### src/verilog/vdg_mode_pkg.sv
package vdg_mode_pkg;

   // gm pin codes
   typedef enum logic [2:0] {
      CG1 = 3'd0,
      RG1 = 3'd1,
      CG2 = 3'd2,
      RG2 = 3'd3,
      CG3 = 3'd4,
      RG3 = 3'd5,
      CG6 = 3'd6,
      RG6 = 3'd7
   } mode_t;

   // mode pins as sampled by the core
   typedef struct packed {
      logic  an_g;       // low selects semigraphics
      logic  intn_ext;   // semi-4 when low, semi-6 when high
      logic  css;
      mode_t gm;
   } mode_sel_t;

   typedef struct packed {
      logic       luma;
      logic [2:0] chroma;
   } pixel_t;

   typedef struct packed {
      logic [7:0] red;
      logic [7:0] green;
      logic [7:0] blue;
   } rgb_t;

   // level of an active palette channel
   localparam logic [7:0] COLOUR_HI = 8'hC0;

   // graphics modes fetching 16 bytes per line, everything else uses 32
   function automatic logic row_is_16_bytes(input mode_sel_t mode);
      return mode.an_g && (mode.gm inside {CG1, RG1, RG2, RG3});
   endfunction

endpackage

### src/verilog/vdg_timing_pkg.sv
package vdg_timing_pkg;

   // horizontal events, in pixel enables from the start of a line
   localparam int H_FRONT_PORCH    = 8;
   localparam int H_HORIZ_SYNC     = H_FRONT_PORCH + 48;
   localparam int H_BACK_PORCH     = H_HORIZ_SYNC + 24;
   localparam int H_LEFT_BORDER    = H_BACK_PORCH + 34;
   localparam int H_LEFT_RSTADDR   = H_LEFT_BORDER - 16;   // address count restart
   localparam int H_VIDEO          = H_LEFT_BORDER + 258;
   localparam int H_TOTAL_PER_LINE = H_VIDEO + 29;         // last count, 402 per line

   // vertical events, in lines from the start of a field
   localparam int V_FRONT_PORCH     = 2;
   localparam int V_VERTICAL_SYNC   = V_FRONT_PORCH + 2;
   localparam int V_BACK_PORCH      = V_VERTICAL_SYNC + 12;
   localparam int V_TOP_BORDER      = V_BACK_PORCH + 26;
   localparam int V_VIDEO           = V_TOP_BORDER + 192;
   localparam int V_TOTAL_PER_FIELD = V_VIDEO + 27;        // last count, 262 per field

   // video memory address width
   localparam int ADDR_W = 13;

   // raster state shared by the pixel path and the output stage
   typedef struct packed {
      logic hsync;
      logic vsync;
      logic hblank;
      logic vblank;
      logic pix_en;   // one clk per pixel
   } raster_t;

endpackage
### src/verilog/vdg.sv
`timescale 1ns/1ns

module vdg (
   input  logic                              clk,
   input  logic                              reset,
   input  logic                              clk_ena_i,
   input  logic [7:0]                        dd_i,
   input  vdg_mode_pkg::mode_sel_t           mode_i,
   output logic [vdg_timing_pkg::ADDR_W-1:0] videoaddr_o,
   output logic                              hs_n_o,
   output logic                              fs_n_o,
   output vdg_timing_pkg::raster_t           sync_o,
   output vdg_mode_pkg::rgb_t                rgb_o
);
   import vdg_timing_pkg::*;
   import vdg_mode_pkg::*;

   raster_t    raster;
   logic       active_start;
   logic [3:0] row;
   pixel_t     pix;

   // counters, syncs and the memory address
   vdg_raster raster_inst (
      .clk            (clk),
      .reset          (reset),
      .clk_ena_i      (clk_ena_i),
      .mode_i         (mode_i),
      .raster_o       (raster),
      .active_start_o (active_start),
      .row_o          (row),
      .videoaddr_o    (videoaddr_o),
      .hs_n_o         (hs_n_o),
      .fs_n_o         (fs_n_o)
   );

   vdg_pixel pixel_inst (
      .clk            (clk),
      .reset          (reset),
      .raster_i       (raster),
      .active_start_i (active_start),
      .row_i          (row),
      .mode_i         (mode_i),
      .dd_i           (dd_i),
      .pix_o          (pix)
   );

   vdg_colour_out colour_out_inst (
      .clk      (clk),
      .reset    (reset),
      .raster_i (raster),
      .pix_i    (pix),
      .sync_o   (sync_o),
      .rgb_o    (rgb_o)
   );

endmodule

### src/verilog/vdg_colour_out.sv
`timescale 1ns/1ns

module vdg_colour_out (
   input  logic                    clk,
   input  logic                    reset,
   input  vdg_timing_pkg::raster_t raster_i,
   input  vdg_mode_pkg::pixel_t    pix_i,
   output vdg_timing_pkg::raster_t sync_o,
   output vdg_mode_pkg::rgb_t      rgb_o
);
   import vdg_mode_pkg::*;

   logic [2:0] chan_on;   // r, g, b
   rgb_t       colour;

   always_comb
   begin
      chan_on = 3'b000;
      if (pix_i.luma)
      begin
         case (pix_i.chroma)
            3'd0: chan_on = 3'b010;   // green
            3'd1: chan_on = 3'b110;   // yellow
            3'd2: chan_on = 3'b001;   // blue
            3'd3: chan_on = 3'b100;   // red
            3'd4: chan_on = 3'b111;   // buff
            3'd5: chan_on = 3'b011;   // cyan
            3'd6: chan_on = 3'b101;   // magenta
            3'd7: chan_on = 3'b110;   // orange
         endcase
      end
      colour.red   = chan_on[2] ? COLOUR_HI : 8'h00;
      colour.green = chan_on[1] ? COLOUR_HI : 8'h00;
      colour.blue  = chan_on[0] ? COLOUR_HI : 8'h00;
   end

   // syncs and colour leave together
   always_ff @(posedge clk or posedge reset)
   begin
      if (reset)
      begin
         sync_o <= '{hsync: 1'b1, vsync: 1'b1, hblank: 1'b0, vblank: 1'b1, pix_en: 1'b0};
         rgb_o  <= '0;
      end
      else
      begin
         sync_o.pix_en <= raster_i.pix_en;   // marks a new pixel
         if (raster_i.pix_en)
         begin
            sync_o.hsync  <= raster_i.hsync;
            sync_o.vsync  <= raster_i.vsync;
            sync_o.hblank <= raster_i.hblank;
            sync_o.vblank <= raster_i.vblank;
            if (raster_i.hblank || raster_i.vblank)
               rgb_o <= '0;
            else
               rgb_o <= colour;
         end
      end
   end

endmodule

### src/verilog/vdg_pixel.sv
`timescale 1ns/1ns

module vdg_pixel (
   input  logic                    clk,
   input  logic                    reset,
   input  vdg_timing_pkg::raster_t raster_i,
   input  logic                    active_start_i,
   input  logic [3:0]              row_i,
   input  vdg_mode_pkg::mode_sel_t mode_i,
   input  logic [7:0]              dd_i,
   output vdg_mode_pkg::pixel_t    pix_o
);
   import vdg_mode_pkg::*;

   logic [3:0] count;
   logic [3:0] cnt_cur;
   logic [7:0] dd_r;
   logic [7:0] semi_byte;
   logic       narrow;
   pixel_t     pix_next;

   assign cnt_cur = active_start_i ? 4'd0 : count;   // restart at the left border
   assign narrow  = row_is_16_bytes(mode_i);

   // semigraphics byte as two luma/chroma nibbles for this row
   always_comb
   begin
      if (!mode_i.intn_ext)
      begin
         // semi-4, 2x2 blocks
         if (row_i < 4'd6)
            semi_byte = {dd_i[3], dd_i[6:4], dd_i[2], dd_i[6:4]};
         else
            semi_byte = {dd_i[1], dd_i[6:4], dd_i[0], dd_i[6:4]};
      end
      else
      begin
         // semi-6, 2x3 blocks
         if (row_i < 4'd4)
            semi_byte = {dd_i[5], mode_i.css, dd_i[7:6], dd_i[4], mode_i.css, dd_i[7:6]};
         else if (row_i < 4'd8)
            semi_byte = {dd_i[3], mode_i.css, dd_i[7:6], dd_i[2], mode_i.css, dd_i[7:6]};
         else
            semi_byte = {dd_i[1], mode_i.css, dd_i[7:6], dd_i[0], mode_i.css, dd_i[7:6]};
      end
   end

   // latch and shift
   always_ff @(posedge clk or posedge reset)
   begin
      if (reset)
      begin
         count <= 4'd0;
         dd_r  <= 8'd0;
      end
      else if (raster_i.pix_en)
      begin
         count <= cnt_cur + 4'd1;
         if (!mode_i.an_g)
         begin
            if (cnt_cur[2:0] == 3'd0)
               dd_r <= semi_byte;
            else if (cnt_cur[1:0] == 2'd0)
               dd_r <= {dd_r[3:0], 4'b0000};   // second half of the character
         end
         else if (narrow)
         begin
            // one byte per 16 pixels
            if (cnt_cur == 4'd0)
               dd_r <= dd_i;
            else if (mode_i.gm == CG1)
            begin
               if (cnt_cur[1:0] == 2'd0)
                  dd_r <= {dd_r[5:0], 2'b00};
            end
            else if (!cnt_cur[0])
               dd_r <= {dd_r[6:0], 1'b0};
         end
         else
         begin
            if (cnt_cur[2:0] == 3'd0)
               dd_r <= dd_i;
            else if (mode_i.gm == RG6)
               dd_r <= {dd_r[6:0], 1'b0};   // one bit per pixel
            else if (!cnt_cur[0])
               dd_r <= {dd_r[5:0], 2'b00};  // CG2, CG3, CG6
         end
      end
   end

   always_comb
   begin
      if (!mode_i.an_g)
         pix_next = '{luma: dd_r[7], chroma: dd_r[6:4]};
      else
      begin
         case (mode_i.gm)
            CG1, CG2, CG3, CG6: pix_next = '{luma: 1'b1, chroma: {mode_i.css, dd_r[7:6]}};
            default:            pix_next = '{luma: dd_r[7], chroma: {mode_i.css, 2'b00}};
         endcase
      end
   end

   always_ff @(posedge clk or posedge reset)
   begin
      if (reset)
         pix_o <= '0;
      else if (raster_i.pix_en)
         pix_o <= pix_next;
   end

endmodule

### src/verilog/vdg_raster.sv
`timescale 1ns/1ns

module vdg_raster (
   input  logic                              clk,
   input  logic                              reset,
   input  logic                              clk_ena_i,
   input  vdg_mode_pkg::mode_sel_t           mode_i,
   output vdg_timing_pkg::raster_t           raster_o,
   output logic                              active_start_o,
   output logic [3:0]                        row_o,
   output logic [vdg_timing_pkg::ADDR_W-1:0] videoaddr_o,
   output logic                              hs_n_o,
   output logic                              fs_n_o
);
   import vdg_timing_pkg::*;
   import vdg_mode_pkg::*;

   logic              toggle;
   logic              pix_en;
   logic [8:0]        h_count;
   logic [8:0]        v_count;
   logic [8:0]        h_next;
   logic [8:0]        v_next;
   logic              line_end;
   logic              hsync;
   logic              vsync;
   logic              hblank;
   logic              vblank;
   logic              fs_int;
   logic [3:0]        row;
   logic [1:0]        triplet;
   logic [ADDR_W-1:0] base;
   logic [ADDR_W-1:0] base_step;
   logic [7:0]        active_cnt;
   logic [7:0]        pix_pos;
   logic [4:0]        lookup;
   logic              narrow;

   // pixel enable at half the clock enable rate
   always_ff @(posedge clk or posedge reset)
   begin
      if (reset)
      begin
         toggle <= 1'b0;
         pix_en <= 1'b0;
      end
      else
      begin
         pix_en <= clk_ena_i & toggle;
         if (clk_ena_i)
            toggle <= ~toggle;
      end
   end

   assign line_end = (h_count == H_TOTAL_PER_LINE);

   always_comb
   begin
      h_next = line_end ? 9'd0 : h_count + 9'd1;
      if (!line_end)
         v_next = v_count;
      else if (v_count == V_TOTAL_PER_FIELD)
         v_next = 9'd0;
      else
         v_next = v_count + 9'd1;
   end

   // horizontal sync, blank and the address count
   always_ff @(posedge clk or posedge reset)
   begin
      if (reset)
      begin
         h_count        <= 9'(H_TOTAL_PER_LINE);
         hsync          <= 1'b1;
         hblank         <= 1'b0;
         active_start_o <= 1'b0;
         active_cnt     <= 8'd0;
      end
      else if (pix_en)
      begin
         h_count        <= h_next;
         active_start_o <= (h_next == H_LEFT_BORDER);
         if (h_next == H_FRONT_PORCH)
            hsync <= 1'b0;
         else if (h_next == H_HORIZ_SYNC)
            hsync <= 1'b1;
         if (h_next == H_LEFT_BORDER)
            hblank <= 1'b0;
         else if (h_next == H_VIDEO)
            hblank <= 1'b1;
         if (h_next == H_LEFT_RSTADDR)
            active_cnt <= 8'd0;
         else if (h_next >= H_BACK_PORCH)   // idle through sync
            active_cnt <= active_cnt + 8'd1;
      end
   end

   // base step at a line end, per mode
   always_comb
   begin
      base_step = '0;
      if (!mode_i.an_g)
      begin
         if (row == 4'd11)
            base_step = ADDR_W'(32);   // one semigraphics character row
      end
      else
      begin
         case (mode_i.gm)
            CG1, RG1: if (triplet == 2'd2) base_step = ADDR_W'(16);
            CG2:      if (triplet == 2'd2) base_step = ADDR_W'(32);
            RG2:      if (row[0]) base_step = ADDR_W'(16);
            CG3:      if (row[0]) base_step = ADDR_W'(32);
            RG3:      base_step = ADDR_W'(16);
            default:  base_step = ADDR_W'(32);   // CG6, RG6
         endcase
      end
   end

   // vertical sync, blank, field sync and the line base
   always_ff @(posedge clk or posedge reset)
   begin
      if (reset)
      begin
         v_count <= 9'(V_TOTAL_PER_FIELD);
         vsync   <= 1'b1;
         vblank  <= 1'b1;
         fs_int  <= 1'b0;
         row     <= 4'd0;
         triplet <= 2'd0;
         base    <= '0;
      end
      else if (pix_en && line_end)
      begin
         v_count <= v_next;
         if (v_next == V_FRONT_PORCH)
            vsync <= 1'b0;
         else if (v_next == V_VERTICAL_SYNC)
            vsync <= 1'b1;
         if (v_next == V_TOP_BORDER)
            vblank <= 1'b0;
         else if (v_next == V_VIDEO)
            vblank <= 1'b1;
         if (v_next == V_VIDEO)
            fs_int <= 1'b1;
         else if (v_next == V_VERTICAL_SYNC)
            fs_int <= 1'b0;
         if (v_next == V_TOP_BORDER)
         begin
            // first displayed line
            base    <= '0;
            row     <= 4'd0;
            triplet <= 2'd0;
         end
         else if (v_next > V_BACK_PORCH)
         begin
            base    <= base + base_step;
            row     <= (row == 4'd11) ? 4'd0 : row + 4'd1;
            triplet <= (triplet == 2'd2) ? 2'd0 : triplet + 2'd1;
         end
      end
   end

   // byte position, lined up two pixels ahead of the border
   assign pix_pos = active_cnt - 8'(H_LEFT_BORDER - H_LEFT_RSTADDR - 2);
   assign narrow  = row_is_16_bytes(mode_i);

   always_ff @(posedge clk or posedge reset)
   begin
      if (reset)
      begin
         lookup      <= 5'd0;
         videoaddr_o <= '0;
      end
      else if (pix_en)
      begin
         lookup <= narrow ? {1'b0, pix_pos[7:4]} : pix_pos[7:3];
         if (narrow)
            videoaddr_o <= {base[ADDR_W-1:4], lookup[3:0]};
         else
            videoaddr_o <= {base[ADDR_W-1:5], lookup};
      end
   end

   assign raster_o = '{hsync: hsync, vsync: vsync, hblank: hblank,
                       vblank: vblank, pix_en: pix_en};
   assign row_o    = row;
   assign hs_n_o   = ~hblank;
   assign fs_n_o   = ~fs_int;

endmodule

### config.mk
export PLATFORM = sky130hd
export DESIGN_NAME = vdg
export DESIGN_NICKNAME = d
export VERILOG_FILES = /design/src/verilog/vdg_mode_pkg.sv /design/src/verilog/vdg_timing_pkg.sv /design/src/verilog/vdg.sv /design/src/verilog/vdg_colour_out.sv /design/src/verilog/vdg_pixel.sv /design/src/verilog/vdg_raster.sv
export SDC_FILE = /design/constraint.sdc
export NUM_CORES = 1
export LEC_CHECK = 0
export BUFFER_PORTS_ARGS = -buffer_cell sky130_fd_sc_hd__buf_4
export CORE_UTILIZATION = 60
export DETAILED_ROUTE_END_ITERATION = 8
export GPL_ROUTABILITY_DRIVEN = 1
export MAX_ROUTING_LAYER = met4
export PLACE_DENSITY_LB_ADDON = 0.12
export SLEW_MARGIN = 15
export SYNTH_ARGS = -nofsm -noshare
export SYNTH_HDL_FRONTEND = slang
export SYNTH_SLANG_ARGS = --single-unit
### constraint.sdc
create_clock -name clk -period 6.8 [get_ports clk]
set_input_delay 1.02 -clock clk [delete_from_list [all_inputs] [get_ports clk]]
set_output_delay 1.02 -clock clk [all_outputs]
set_load 0.01 [all_outputs]
Word-level counts from Yosys, hierarchy flattened

Memory sizes are Yosys's and may differ from the RTL's.
Index checks and enable logic that the tools add are counted.

Latch bits: 0
Memories: 1
Logic and storage cells: 150
Bits in read-only memories: 24
RAM bits: 0
Output and inout port bits: 44
Register bits: 116

Memory list:

| memory          | depth | width | rd ports | clocked after Yosys merged registers in | write ports | line                 | source |
|---|---|---|---|---|---|---|---|
| (no name shown) | 8     | 3     | 1        | 0                                       | 0           | vdg_colour_out.sv:21 | `case (pix_i.chroma)` |

Mux-type cells: 55
Bitwise operators: 4
Magnitude comparators: 5
Add/subtract/negate cells: 8
Div/mod/pow operators: 0
Reduce and logical (&&, ||, !) cells: 26
Equal/unequal tests: 23
Shift-type cells: 0
$mul: 0

Operators with widths:

| operator                                             | count |
|---|---|
| 2-to-1 mux 8 bit                                     | 20 |
| one-hot mux 13 bit (5 select lines)                  | 1 |
| 2-to-1 mux 13 bit                                    | 3 |
| equality test 9 bit (second input constant)          | 3 |
| 2-to-1 mux 9 bit                                     | 3 |
| 2-to-1 mux 24 bit                                    | 1 |
| 2-to-1 mux 4 bit                                     | 6 |
| 2-to-1 mux 5 bit                                     | 4 |
| adder 9 x 1 -> 9 bit (second input constant)         | 2 |
| equality test 9 x 6 -> 1 bit (second input constant) | 2 |
| equality test 9 x 7 -> 1 bit (second input constant) | 2 |
| 2-to-1 mux 6 bit                                     | 3 |
| inequality test 5 bit (second input constant)        | 3 |
| AND reduction 2 bit                                  | 7 |
| nonzero test 2 bit                                   | 7 |
| adder 13 bit                                         | 1 |
| equality test 3 bit (second input constant)          | 4 |
| 2-to-1 mux 1 bit                                     | 10 |
| equality test 9 x 2 -> 1 bit (second input constant) | 1 |
| equality test 9 x 3 -> 1 bit (second input constant) | 1 |
| equality test 9 x 4 -> 1 bit (second input constant) | 1 |
| equality test 9 x 8 -> 1 bit (second input constant) | 1 |
| >= comparator 9 x 7 -> 1 bit (second input constant) | 1 |
| > comparator 9 x 5 -> 1 bit (second input constant)  | 1 |
| 24 further kinds                                     | 33 |

Longest topological paths before layout

Depth after elaboration: 7
Gate-level depth with buffers: 14

Cells and area by module

A second synthesis with hierarchy kept.

Cells, all modules: 665
Area, all modules: 5992.0 um^2

By module, submodules not included:

| module         | cells each | area each (um^2) | seq. area each (um^2) | times used |
|---|---|---|---|---|
| vdg_raster     | 444        | 4085.2           | 1689.1                | 1 |
| vdg_pixel      | 173        | 1375.1           | 400.4                 | 1 |
| vdg_colour_out | 48         | 531.8            | 203.9                 | 1 |

Worst setup path before layout

No wires, ideal clock.

Path kind: input-to-reg
From: in mode_i[0] in the netlist's numbering
To: reg raster_inst.base[12]
Data required time: 6.731 ns
Stages: 14
Arrival: 3.774 ns
Path slack: 2.957 ns
Path through: clkbuf_1 inv_1 maj3_1 nor2_1 clkbuf_1 and3_1 ha_1 inv_1 fa_1 nor2_1 and3_1 nand3_1 or4_1 nand3_1

Cells in the longest elaborated chain, start to end: 7

Ends and longest elaborated chain:

| what                                                              | line              | source |
|---|---|---|
| start, declared                                                   | vdg.sv:8          | `input vdg_mode_pkg::mode_sel_t mode_i,` |
| equality test 3 x 1 -> 1 bit or logical NOT 3 bit (tied branches) | vdg_raster.sv:109 | `case (mode_i.gm)` |
| OR reduction 2 bit                                                | vdg_raster.sv:109 |  |
| one-hot mux 13 bit (5 select lines) *                             | vdg_raster.sv:109 |  |
| 2-to-1 mux 13 bit *                                               | vdg_raster.sv:102 | `if (!mode_i.an_g)` |
| adder 13 bit *                                                    | vdg_raster.sv:157 | `base <= base + base_step;` |
| 2-to-1 mux 13 bit *                                               | vdg_raster.sv:155 | `else if (v_next > V_BACK_PORCH)` |
| 2-to-1 mux 13 bit *                                               | vdg_raster.sv:148 | `if (v_next == V_TOP_BORDER)` |
| end signal, assigned                                              | vdg_raster.sv:157 |  |
| end, declared                                                     | vdg_raster.sv:32  | `logic [ADDR_W-1:0] base;` |

Every way passes the cells marked *; elsewhere a longest branch is shown, timed or not. The select of a mux whose other input is x is not followed.
A chain may end at the register's enable or synchronous reset.

Worst setup path after layout

Same ends and word-level chain as after synthesis.

==> impl_metrics.py <==
metrics = {
    "die": {
        "dieArea_um2": 10100,
        "rows": 35,
        "num_io_pins": 61,
        "fp.dieH_um": 100,
        "coreArea_um2": 9280,
        "die_w_um": 100,
        "start_util_pct": 62.4,
    },
    "timing": {
        "totalNegativeSetupSlack_ns": 0,
        "period_needed_ns": 3.82,
        "fin_worst_skew_ns": 0.0131,
        "hold_slack_ns": 0.464,
        "hold_violations": 0,
        "setup_viol": 0,
        "finalMaxSlewViolations": 0,
        "maxSlewHeadroom_pct": 41.6,
        "min_period_over_period_pct": 56.2,
        "grt_setup_unrepaired": "false",
        "fmax_ghz": 0.262,
        "tightest_slew_ns": 0.877,
        "setup_slack_ns": 2.98,
    },
    "setup_path": {
        "required_ns": 7.10,
        "crit_type": "input pin to register",
        "cp_max_fo": 12,
        "rr_worst_depth": 8,
        "cp-start-kind": "input pin",
        "cp.arrival_ns": 4.12,
        "crit_path_end_kind": "register",
    },
    "clock_network": {
        "clock_insertion_delay_worst_skew_ns": 0.36,
        "cts_buffers": 9,
        "ctsLongestPathBuffers": 2,
        "cts-root-buf": "clkbuf_8",
        "path_clk_slew_ns": 0.10,
        "cts_resized": 0,
        "cts_setup_buffers": 0,
        "holdBufCountCts": 0,
        "clock-sinks": 91,
        "htreeDepth": 3,
        "cts_tree": "yes",
    },
    "global_route": {
        "grt-ovfl-total": 0,
        "grt_pass1_wl_um": 21700,
        "grt_usage_pct": 27.9,
        "grt_max_degree": 74,
        "grt_pass1_vias": 4498,
        "antenna_found_initial": 0,
    },
    "synthesis": {
        "yosys_warnings": 0,
        "synthMostInstantiatedCell": "dfrtp_1",
        "synth_seq_cells": 91,
        "synth_cells": 645,
        "synth_flop_cell": "dfrtp_1",
        "syn-cell-area_um2": 5790,
        "synth_area_leaders": "dfrtp_1 (34%), mux2_2 (6.2%), dfstp_2 (5.9%)",
        "yosysTopAreaCell": "dfrtp_1",
        "synth_edf_count": 0,
        "async_flop_share_pct": 100,
        "ys_seq_area_share_pct": 39.6,
        "synth_area_per_cell_um2": 8.98,
        "yosysTopAreaCellShare_pct": 33.7,
        "synthTopCellsByCount": "dfrtp_1 (78), nand2_1 (65), o21ai_0 (47)",
        "ys_types": 71,
    },
    "route": {
        "drt-wirelength-per-cell_um": 16.0,
        "wl_um": 12600,
        "initialDrtViolationCount": 300,
        "vias": 4813,
        "drcViolationCount": 0,
        "firstDrtPassIters": 5,
        "viasPerCell": 6.10,
        "ant_nets": 0,
    },
    "placed_design": {
        "dpl_worst_slack_ns": 2.64,
        "place.port_buffers": 42,
        "place_hpwl_um": 8710,
        "gp_congestion": 0.978,
        "dpl_cell_area_um2": 5990,
    },
    "finish": {
        "design_area_um2": 6220,
        "fillers": 775,
        "syn_to_final_growth_pct": 7.30,
        "fin_nets": 683,
        "num_antenna_cells": 0,
        "drive_gt1_share_pct": 18.0,
    },
    "pwr": {
        "p_leak_nw": 2.76,
        "power_frac_seq_pct": 44.8,
        "p_clk_share_pct": 25.8,
        "sw_frac_of_total_pct": 34.5,
        "p_int_w": 0.00108,
        "max-vdd-ir-drop_v": 0.000198,
        "p_sw_w": 0.000568,
        "power.share.combinational_pct": 29.4,
        "power_density_nw_per_um2": 264,
    },
    "run": {
        "cap_viol_max_count": 0,
    },
    "worst_hold_path": {
        "hp-class": "register to register",
        "whs_path_depth": 1,
    },
    "run_status": {
        "status": "completed",
    },
}
## kinds of logic after synthesis
logic type,count (synthesis),synth area share [%]
XOR/XNOR,17,2.57
AO/OA/AOI/OAI,163,17.9
multiplexers,52,9.67
flip-flops,91,39.6
buffers and inverters,87,7.95
AND/OR/NAND/NOR,222,19.6
adder cells (fa/ha/maj),12,2.68
other,1,0.0647
## per-stage QoR
step / util, % / total power [W] / cells
3_3_place_gp: 64.5 / 0.00120 / 773
2_1_floorplan: - / 0.00110 / 662
4_1_cts: 67.0 / 0.00165 / 789
6_report: 67.0 / 0.00164 / 789
5_1_grt: 67.0 / 0.00176 / 789
3_5_place_dp: 64.5 / 0.00123 / 773
## area by class of cell
class                   count  area (um2)  share of cell area, %
clock buffers              10         138                   2.21
flip-flops and latches     91        2290                   36.9
well taps                 129         161                   2.60
repair buffers             44         330                   5.31
inverters                  25        95.1                   1.53
multi-input cells         484        3100                   49.9
clock inverters             6        93.8                   1.51
## layout by cell type (no fill, tap or decap), types with 20 or more instances in the layout
cell | netlist | routed
nand3_1 | 32 | 32
mux2_2 | 32 | 32
o21ai_0 | 47 | 47
nor2_1 | 45 | 45
nand2_1 | 65 | 65
a21oi_1 | 46 | 46
buf_4 | 25 | 44
mux2i_1 | 20 | 20
inv_1 | 25 | 24
dfrtp_1 | 78 | 77
## routing by layer
layer	wire [um]	up-vias	GRT usage, %	part of all wire [%]
li1	-	2290	-	-
met1	5730	2330	37.4	46
met2	5950	172	43.0	47
met3	703	21	4.53	5.6
met4	204	0	9.70	1.6
met5	0	-	-	0
## state kept, by name, indices dropped and copies added (netlist names), 3 cells and up
signal                   cells
raster_inst.h_count          9
pixel_inst.pix_o             4
raster_inst.base             9
raster_inst.videoaddr_o     13
pixel_inst.dd_r              8
colour_out_inst.sync_o       5
pixel_inst.count             4
raster_inst.active_cnt       8
raster_inst.row_o            4
colour_out_inst.rgb_o        3
raster_inst.v_count          9
raster_inst.lookup           5
## final timing paths
| check | end | start | slack (ns) |
|---|---|---|---|
| worst max-delay path | raster_inst.base[12] | mode_i[0] | 2.98 |
| worst min-delay path | raster_inst.toggle | raster_inst.toggle | 0.46 |
| worst max register to register | raster_inst.row_o[0] | raster_inst.h_count[0] | 3.31 |
| worst min register to register | raster_inst.toggle | raster_inst.toggle | 0.46 |
| max in group asynchronous | raster_inst.pix_en | reset | 4.99 |
| min in group asynchronous | raster_inst.row_o[1] | reset | 0.61 |
## worst max-delay path, cell delays in order
cell,delay [ns]
buf_4,0.13
inv_1,0.08
maj3_1,0.39
nor2_1,0.60
and3_1,0.29
ha_1,0.16
inv_1,0.05
fa_1,0.42
nor2_1,0.16
and3_1,0.23
nand3_1,0.10
or4_1,0.40
nand3_1,0.09
## power groups by stage
stage / Sequential (W) / Combinational [W] / Clock (W)
floorplan: 0.000715 / 0.000389 / 0
global placement: 0.000738 / 0.000465 / 0
detailed placement: 0.000745 / 0.000480 / 0
CTS: 0.000735 / 0.000482 / 0.000438
global route: 0.000753 / 0.000546 / 0.000459
finish: 0.000736 / 0.000484 / 0.000424
(Power assumes the default switching activity.)
